## config.mk

```make
export PLATFORM = sky130hd
export DESIGN_NAME = scan_top
export DESIGN_NICKNAME = d
export VERILOG_FILES = /design/src/verilog/scan_pkg.sv /design/src/verilog/dfa_pkg.sv /design/src/verilog/http_dfa.sv /design/src/verilog/flow_table.sv /design/src/verilog/regex_flow_ctx.sv /design/src/verilog/scan_top.sv
export SDC_FILE = /design/constraint.sdc
export NUM_CORES = 1
export LEC_CHECK = 0
export BUFFER_PORTS_ARGS = -buffer_cell sky130_fd_sc_hd__buf_2
export CORE_MARGIN = 2
export CORE_UTILIZATION = 58
export CTS_BUF_LIST = sky130_fd_sc_hd__clkbuf_4
export DETAILED_ROUTE_END_ITERATION = 10
export GPL_TIMING_DRIVEN = 0
export PLACE_DENSITY = 0.79
export SLEW_MARGIN = 20
export SYNTH_ARGS = -nofsm -noshare
export SYNTH_HDL_FRONTEND = slang
export SYNTH_HIERARCHICAL = 1
export SYNTH_SLANG_ARGS = --single-unit
```

## constraint.sdc

```tcl
create_clock -name clk -period 2.8 [get_ports clk]
set_input_delay 0.56 -clock clk [delete_from_list [all_inputs] [get_ports clk]]
set_output_delay 0.56 -clock clk [all_outputs]
set_load 0.01 [all_outputs]
```

## src/verilog/scan_pkg.sv

```systemverilog
// Packet side types shared by the scanner blocks
package scan_pkg;

  // Stream id width and number of tracked flows
  localparam int FLOW_W = 6;
  localparam int FLOW_NUM = 1 << FLOW_W;

  // Payload byte width
  localparam int BYTE_W = 8;

  // Width of the matched packet counter
  localparam int COUNT_W = 16;

  // Stream id of one flow
  typedef logic [FLOW_W-1:0] flow_id_t;

  // One payload byte with its strobe
  typedef struct packed {
    logic              vld;
    logic [BYTE_W-1:0] data;
  } char_beat_t;

  // Packet delimiters
  // Id is only meaningful together with sop
  typedef struct packed {
    logic     sop;
    logic     eop;
    flow_id_t id;
  } pkt_ctrl_t;

  // Config write to the per-flow enable table
  typedef struct packed {
    logic     wr;
    flow_id_t id;
    logic     en;
  } cfg_wr_t;

endpackage

```

## src/verilog/dfa_pkg.sv

```systemverilog
// Pattern and state definitions of the HTTP matcher
package dfa_pkg;

  // Encoded state width
  localparam int STATE_W = 3;

  // Number of bytes in the pattern
  localparam int ACCEPT_LEN = 5;

  // Pattern text, first byte in the top bits
  localparam logic [ACCEPT_LEN*8-1:0] PATTERN = "HTTP/";

  // Prefix states, one per matched prefix length
  // S_P means "HTTP" seen and waiting for the slash
  typedef enum logic [STATE_W-1:0] {
    S_IDLE = 3'd0,
    S_H    = 3'd1,
    S_HT   = 3'd2,
    S_HTT  = 3'd3,
    S_P    = 3'd4
  } state_t;

endpackage

```

## src/verilog/http_dfa.sv

```systemverilog
`timescale 1ns/1ps

module http_dfa (
  input  logic                clk,
  input  logic                rst_n,
  input  scan_pkg::char_beat_t char_in,
  input  dfa_pkg::state_t     state_in,
  input  logic                state_in_vld,
  output dfa_pkg::state_t     state_out,
  output logic                accept_out
);

  // Byte expected in the current state and the pattern's first byte
  logic [7:0]      exp_byte;
  logic [7:0]      first_byte;
  // Index of the expected byte counted from the pattern start
  int              idx;
  // Next state and hit for the current byte
  dfa_pkg::state_t nxt_state;
  logic            hit;

  assign first_byte = dfa_pkg::PATTERN[dfa_pkg::ACCEPT_LEN*8-1 -: 8];

  // KMP step
  // H only occurs at the pattern start, so every failure link
  // goes to S_H on an H and to S_IDLE otherwise
  always_comb
  begin
    idx = int'(state_out);
    exp_byte = dfa_pkg::PATTERN[8 * (dfa_pkg::ACCEPT_LEN - 1 - idx) +: 8];
    hit = 1'b0;
    nxt_state = dfa_pkg::S_IDLE;
    if (char_in.data == exp_byte)
    begin
      if (state_out == dfa_pkg::S_P)
      begin
        // Slash after HTTP completes the pattern
        hit = 1'b1;
        nxt_state = dfa_pkg::S_IDLE;
      end
      else
      begin
        nxt_state = dfa_pkg::state_t'(state_out + 3'd1);
      end
    end
    else if (char_in.data == first_byte)
    begin
      nxt_state = dfa_pkg::S_H;
    end
  end

  // State register
  // A restore from the context side wins over a byte
  always_ff @(posedge clk)
  begin
    if (!rst_n)
    begin
      state_out <= dfa_pkg::S_IDLE;
      accept_out <= 1'b0;
    end
    else if (state_in_vld)
    begin
      state_out <= state_in;
      accept_out <= 1'b0;
    end
    else if (char_in.vld)
    begin
      state_out <= nxt_state;
      accept_out <= hit;
    end
    else
    begin
      // Accept is a single cycle pulse
      accept_out <= 1'b0;
    end
  end

endmodule

```

## src/verilog/flow_table.sv

```systemverilog
`timescale 1ns/1ps

module flow_table (
  input  logic                clk,
  input  logic                rst_n,
  input  scan_pkg::pkt_ctrl_t pkt,
  input  scan_pkg::cfg_wr_t   cfg,
  output logic                load,
  output scan_pkg::flow_id_t  flow_id,
  output logic                new_flow,
  output logic                flow_en
);

  // One bit per flow
  // Known means a state has been or will be saved for the flow
  logic [scan_pkg::FLOW_NUM-1:0] known_r;
  // Enable bits written by config
  logic [scan_pkg::FLOW_NUM-1:0] en_r;

  // Control state and per-flow bits
  always_ff @(posedge clk)
  begin
    if (!rst_n)
    begin
      known_r <= '0;
      en_r <= '0;
      load <= 1'b0;
      new_flow <= 1'b0;
      flow_en <= 1'b0;
    end
    else
    begin
      // Load follows sop by one cycle
      load <= pkt.sop;

      // Config write, seen by packets starting a cycle later
      if (cfg.wr)
      begin
        en_r[cfg.id] <= cfg.en;
      end

      if (pkt.sop)
      begin
        new_flow <= !known_r[pkt.id];
        flow_en <= en_r[pkt.id];
        // A disabled packet saves nothing, so the flow stays new
        if (en_r[pkt.id])
        begin
          known_r[pkt.id] <= 1'b1;
        end
      end
    end
  end

  // Packet flow id held until the next sop
  always_ff @(posedge clk)
  begin
    if (pkt.sop)
    begin
      flow_id <= pkt.id;
    end
  end

endmodule

```

## src/verilog/regex_flow_ctx.sv

```systemverilog
`timescale 1ns/1ps

module regex_flow_ctx (
  input  logic                        clk,
  input  logic                        rst_n,
  input  logic                        load,
  input  logic                        new_flow,
  input  logic                        flow_en,
  input  logic                        eop,
  input  scan_pkg::flow_id_t          flow_id,
  input  scan_pkg::char_beat_t        beat,
  input  dfa_pkg::state_t             dfa_state,
  input  logic                        dfa_accept,
  output scan_pkg::char_beat_t        char_r,
  output dfa_pkg::state_t             state_in,
  output logic                        state_in_vld,
  output logic [scan_pkg::COUNT_W-1:0] count,
  output logic                        fired
);

  // Saved DFA state per flow
  dfa_pkg::state_t state_mem [scan_pkg::FLOW_NUM];

  // Restored state, one cycle after load
  dfa_pkg::state_t    rd_state;
  logic               rd_vld;
  // DFA outputs registered once
  dfa_pkg::state_t    state_out_r;
  logic               accept_r;
  // Current packet flow and enable
  scan_pkg::flow_id_t pkt_id_r;
  logic               pkt_en_r;
  // At least one match in this packet
  logic               match_r;

  // Fired shows the registered accept before the flag catches it
  assign fired = match_r | accept_r;

  // Restore path
  // New flows start from idle, known flows from memory
  always_ff @(posedge clk)
  begin
    if (load)
    begin
      rd_state <= new_flow ? dfa_pkg::S_IDLE : state_mem[flow_id];
      pkt_id_r <= flow_id;
    end
  end

  // Save path, only for enabled packets
  always_ff @(posedge clk)
  begin
    if (eop && pkt_en_r)
    begin
      state_mem[pkt_id_r] <= state_out_r;
    end
  end

  // DFA payload registers in both directions
  always_ff @(posedge clk)
  begin
    state_in <= rd_state;
    state_out_r <= dfa_state;
  end

  // Strobes, counters and flags
  always_ff @(posedge clk)
  begin
    if (!rst_n)
    begin
      char_r <= '0;
      rd_vld <= 1'b0;
      state_in_vld <= 1'b0;
      accept_r <= 1'b0;
      pkt_en_r <= 1'b0;
      match_r <= 1'b0;
      count <= '0;
    end
    else
    begin
      char_r <= beat;
      rd_vld <= load;
      state_in_vld <= rd_vld;
      accept_r <= dfa_accept;

      if (load)
      begin
        pkt_en_r <= flow_en;
        // New packet starts without a match
        match_r <= 1'b0;
      end

      // Any number of matches counts once
      if (accept_r)
      begin
        match_r <= 1'b1;
      end

      if (eop)
      begin
        if (pkt_en_r)
        begin
          count <= count + scan_pkg::COUNT_W'(match_r);
        end
        else
        begin
          // Disabled packet drops its result
          match_r <= 1'b0;
        end
      end
    end
  end

endmodule

```

## src/verilog/scan_top.sv

```systemverilog
`timescale 1ns/1ps

module scan_top (
  input  logic                        clk,
  input  logic                        rst_n,
  input  scan_pkg::pkt_ctrl_t         pkt,
  input  scan_pkg::char_beat_t        beat,
  input  scan_pkg::cfg_wr_t           cfg,
  output logic [scan_pkg::COUNT_W-1:0] count,
  output logic                        fired
);

  // Flow table to context
  logic                 load;
  scan_pkg::flow_id_t   flow_id;
  logic                 new_flow;
  logic                 flow_en;
  // Context to DFA and back
  scan_pkg::char_beat_t char_r;
  dfa_pkg::state_t      state_in;
  logic                 state_in_vld;
  dfa_pkg::state_t      state_out;
  logic                 accept_out;

  // Flow lookup at sop
  flow_table flow_table_i (
    .clk      (clk),
    .rst_n    (rst_n),
    .pkt      (pkt),
    .cfg      (cfg),
    .load     (load),
    .flow_id  (flow_id),
    .new_flow (new_flow),
    .flow_en  (flow_en)
  );

  // Save, restore and counting
  regex_flow_ctx regex_flow_ctx_i (
    .clk          (clk),
    .rst_n        (rst_n),
    .load         (load),
    .new_flow     (new_flow),
    .flow_en      (flow_en),
    .eop          (pkt.eop),
    .flow_id      (flow_id),
    .beat         (beat),
    .dfa_state    (state_out),
    .dfa_accept   (accept_out),
    .char_r       (char_r),
    .state_in     (state_in),
    .state_in_vld (state_in_vld),
    .count        (count),
    .fired        (fired)
  );

  // Pattern matcher
  http_dfa http_dfa_i (
    .clk          (clk),
    .rst_n        (rst_n),
    .char_in      (char_r),
    .state_in     (state_in),
    .state_in_vld (state_in_vld),
    .state_out    (state_out),
    .accept_out   (accept_out)
  );

endmodule

```

# Word-level counts from Yosys, hierarchy flattened
# Memories as Yosys holds them, arrays and structs flattened. A register that Yosys moved wholly into a read port is not among the register bits.
# Cells that the tools add are included.
# Widths: inputs -> output; s select.
# word_totals
reg_bits	183
mem_bits_rw	192
out_inout_bits	17
n_memories	1
# memory_table
name	words	width	read_ports	rd_ports_with_merged_regs	write_ports	line_no	text
regex_flow_ctx_i.state_mem	64	3	1	1	1	regex_flow_ctx.sv:22	dfa_pkg::state_t state_mem [scan_pkg::FLOW_NUM];
# classes
n_addsub	3
magnitude_cmp	4
n_eq_ne	3
shifts	1
n_mux	21
bitwise	5
reduce_logical	8
# ops
cell	n
$bwmux 64	1
$or 64x64->64	1
$shiftx 40x32->8 const A	1
$add 16x1->16	1
$lt 6x7->1 const B	2
$bmux 1 s6	2
$demux 1 s6	2
$ge 6x1->1 const B	2
$mux 1	12
$mux 3	4
$eq 8x7->1 const B	1
$eq 8x8->1	1
$reduce_and 2->1	2
$reduce_or 4->1	1
$sub 3x3->4 const A	1
$add 3x1->3 const B	1
$eq 3x3->1 const B	1
$logic_and 1x1->1	3
$not 1->1	3
$reduce_bool 2->1	1
$logic_not 1->1	1
$or 1x1->1	1

# Logic depth before layout (Yosys ltp)
# logic_depth
depth_word	6
mapped_depth	11

# By module
# The synthesis kept the hierarchy.
# by_module_without_submodules
mod	n_inst	cells_per_inst	area_each_um2	seq_area_each_um2
regex_flow_ctx	1	541	9297.7	6756.5
flow_table	1	708	6453.7	2802.7
http_dfa	1	52	411.6	80.1

# Worst setup path before layout
# OpenSTA, ideal clock, no wires.
# synth_timing
kind	input port to flip-flop
start	input port pkt[0] in the netlist's numbering
end	register flow_table_i/known_r[41] in the netlist's numbering
t_arrival_ps	2709
required_time_ps	2683
setup_slack_ps	-26
stages	9
path_buffers	3
cell_sequence	buf_6 -> mux4_2 -> mux2i_1 -> nor2_1 -> or3_1 -> or4_4 -> buf_6 -> buf_6 -> a32o_1
# synth_via
elab_chain_cells	5
word_cells_on_any_way	9
# synth_rtl
element	line_no	text
from (decl)	scan_top.sv:6	input scan_pkg::pkt_ctrl_t pkt,
$lt 6x7->1 (implied by the code) / $ge 6x1->1 (equally long branches)	flow_table.sv:49	known_r[pkt.id] <= 1'b1;
$logic_and 1x1->1 (implied by the code)	flow_table.sv:49	
$mux 1 (implied by the code)	flow_table.sv:49	
$demux 1 s6	-	
$or 64x64->64 (no line)	-	
to (signal assigned)	flow_table.sv:25	known_r <= '0;
to (signal, indexed assignment)	flow_table.sv:49	
to (decl)	flow_table.sv:16	logic [scan_pkg::FLOW_NUM-1:0] known_r;
# Parallel ways exist; a longest one is shown, timed or not. The select of a mux whose other input is x is not followed.
# A chain may end at the register's enable or synchronous reset.

# Final worst setup path
# layout_timing
start	input port pkt[1] in the netlist's numbering
end	register flow_table_i/known_r[13] in the netlist's numbering
# Same word-level chain as after synthesis.

==> flow_summary.yaml <==
timing:
  setup_viol: 0
  finalMaxSlewViolations: 0
  tightest_slew_ps: 1010
  min_period_ps: 2750
  hold_violations: 0
  hold_ws_ps: 81.1
  fin_ws_ps: 45.2
  fin_crit_sh_pct: 98.4
  relSlewSlack_pct: 32.1
  tns_ps: 0
  worst_clock_skew_ps: 45.1
  fmax_ghz: 0.363
clock_network:
  cts_made_buffers: 90
  post_cts_buffers: 0
  clock_sinks: 378
  cts.htree.levels: 3
  clock_path_buffers: 3
  clock_latency_ps: 720
  cts_tree: "done"
  path_clk_slew_ps: 60
  cts-root-buf: "clkbuf_4"
die:
  row_count: 61
  die_h_um: 171
  start_util_pct: 58.5
  ioPinCount: 44
  chipWidth_um: 171
  dieArea_um2: 29200
  core_region_area_um2: 27600
routing:
  totalWireLength_um: 39800
  via_per_inst: 6.23
  wl_per_cell_um: 21.1
  postRouteAntennaNets: 0
  vias: 11800
  first_pass_iters: 6
  drtIter0Drc: 1481
  drcViolationCount: 0
power:
  cellPowerDensity_nw_per_um2: 625
  power_mw: 11.3
  p_leak_nw: 6.08
  max-vdd-ir-drop_mv: 0.426
grt:
  grtUsageTotal_pct: 27.6
  grt_max_degree: 41
  grt-ovfl-total: 0
  grt_pass1_vias: 11500
  grt_pass1_wl_um: 62200
  antenna_found_initial: 1
worst_setup_path:
  worstRegToRegCells: 8
  crit_path_start_kind: "input port"
  critPathMaxFanout: 10
  critPathKind: "input port to flop"
  crit_path_end_kind: "flop"
  crit_arrival_ps: 3330
  rr_endpoint: "flow_table_i/known_r[25]"
  cp.required_ps: 3370
  timing.rr.start: "flow_table_i/en_r[43]"
  regToRegSetupSlack_ps: 100
placement:
  pre_cts_slack_ps: -674
  gp_congestion: 0.934
  dpl_cell_area_um2: 16900
  io_buffer_count: 40
  dp_hpwl_um: 26000
  placed_cells: 1722
logic_synthesis:
  ys_warn_count: 6
  syn_inst: 1301
  syn_area_um2: 16200
  synth_nets: 1334
  syn_area_per_cell_um2: 12.4
  synthFlopType: "edfxtp_1"
  synthDistinctLibCells: 66
  synth_edf_count: 207
  yosysSeqAreaShare_pct: 59.6
  ys_ff_latch: 378
  async_flop_share_pct: 0
hold_path:
  min_to: "regex_flow_ctx_i/char_r[2]"
  hold_depth: 2
  hp-start: "beat[2]"
  worstHoldPathType: "input port to flop"
finish:
  fin_util_pct: 65.7
  fillers: 2097
  drive_gt1_share_pct: 21.0
  final_common_cell: "edfxtp_1"
  final_area_um2: 18200
  final_nets: 1469
  multiInputGateArea_um2: 6000
  regArea_um2: 9640
  final-instance-count-excl-fill: 1886
  layout_common_cells: "207 x edfxtp_1, 168 x dfxtp_1, 144 x clkbuf_4"
  syn2layout_area_growth_pct: 12.3
run:
  drv_cap: 0
status:
  status: "finished clean"
layout make-up:
| cell class | count | share of cell area [%] |
|---|---|---|
| Antenna cell | 1 | 0.0138 |
| Buffer | 89 | 2.67 |
| Clock buffer | 144 | 5.95 |
| Clock inverter | 19 | 0.827 |
| Inverter | 16 | 0.331 |
| Multi-Input combinational cell | 818 | 33.0 |
| Sequential cell | 378 | 53.1 |
| Tap cell | 378 | 2.60 |
| Timing Repair Buffer | 43 | 1.47 |
flip-flops by register name, summed over array words and instances (netlist names):
register / count
flow_table_i/new_flow: 1
flow_table_i/en_r: 64
regex_flow_ctx_i/state_in_vld: 1
regex_flow_ctx_i/match_r: 1
regex_flow_ctx_i/pkt_id_r: 6
regex_flow_ctx_i/state_mem: 192
regex_flow_ctx_i/char_r: 9
flow_table_i/known_r: 64
regex_flow_ctx_i/state_in: 3
flow_table_i/load: 1
regex_flow_ctx_i/count: 16
http_dfa_i/accept_out: 1
flow_table_i/flow_id: 6
regex_flow_ctx_i/rd_state: 3
regex_flow_ctx_i/accept_r: 1
http_dfa_i/state_out: 3
flow_table_i/flow_en: 1
regex_flow_ctx_i/state_out_r: 3
regex_flow_ctx_i/rd_vld: 1
regex_flow_ctx_i/pkt_en_r: 1
report_power, final:
group	internal, mW	switching [mW]	leakage (nW)
logic	0.283	0.477	2.06
registers	5.85	0.0388	3.28
clock network	2.60	2.09	0.738
total	8.73	2.61	6.08
worst max-delay path, cell delays in order:
cell      delay [ps]
buf_2            150
buf_2            230
buf_2            240
inv_1            250
a21oi_1           80
o41ai_1          480
o211ai_1         210
or4_4            570
buf_6            160
buf_6            140
a32o_1           240
layer usage:
| metal | wire length [µm] | up-vias | track usage [%] | part of all wire (%) |
|---|---|---|---|---|
| li1 | - | 5308 | - | - |
| met1 | 15500 | 5693 | 35.9 | 39 |
| met2 | 19200 | 624 | 45.1 | 48 |
| met3 | 3480 | 129 | 5.53 | 8.8 |
| met4 | 1540 | 0 | 12.6 | 3.9 |
| met5 | 0 | - | 0 | 0 |
synth_stat cells, drive strengths merged (10+ instances only):
cell type / n / area (µm²)
nand2b: 18 / 113
o22ai: 22 / 138
mux4: 60 / 1360
nor2: 120 / 450
a21oi: 26 / 130
a21boi: 65 / 488
edfxtp: 207 / 6220
nor3: 13 / 70.1
and2: 20 / 125
mux2i: 23 / 230
a32o: 39 / 390
nor2b: 10 / 62.6
inv: 14 / 52.6
o31ai: 32 / 240
nand2: 65 / 244
buf: 34 / 270
nand3: 90 / 450
clkbuf: 55 / 206
xor2: 11 / 96.3
nand3b: 18 / 135
dfxtp: 171 / 3420
o21ai: 86 / 434
how the worst max path moves through the flow:
stage / startpoint / end / cells past startpoint
after global placement: pkt[2] / flow_table_i/new_flow / 10
after CTS: pkt[1] / flow_table_i/known_r[8] / 10
after global routing: pkt[1] / flow_table_i/known_r[46] / 11
after detailed placement: pkt[1] / flow_table_i/known_r[8] / 10
final: pkt[1] / flow_table_i/known_r[13] / 11
after floorplan: pkt[0] / flow_table_i/known_r[41] / 11
repair_timing:
item	CTS	global route
resized for setup	0	5
hold buffers	0	0
setup endpoints to repair	0	52
cell families (layout without fill, tap and decap cells):
kind of cell	Yosys count	in the layout	synth area share, %
AND/OR/NAND/NOR	408	408	12.6
other	0	1	0
XOR/XNOR	12	12	0.650
AO/OA/AOI/OAI	302	302	13.0
adder cells (fa/ha/maj)	6	6	0.464
buffers and inverters	105	311	3.32
flip-flops	378	378	59.6
multiplexers	90	90	10.3
(Power assumes the default switching activity.)
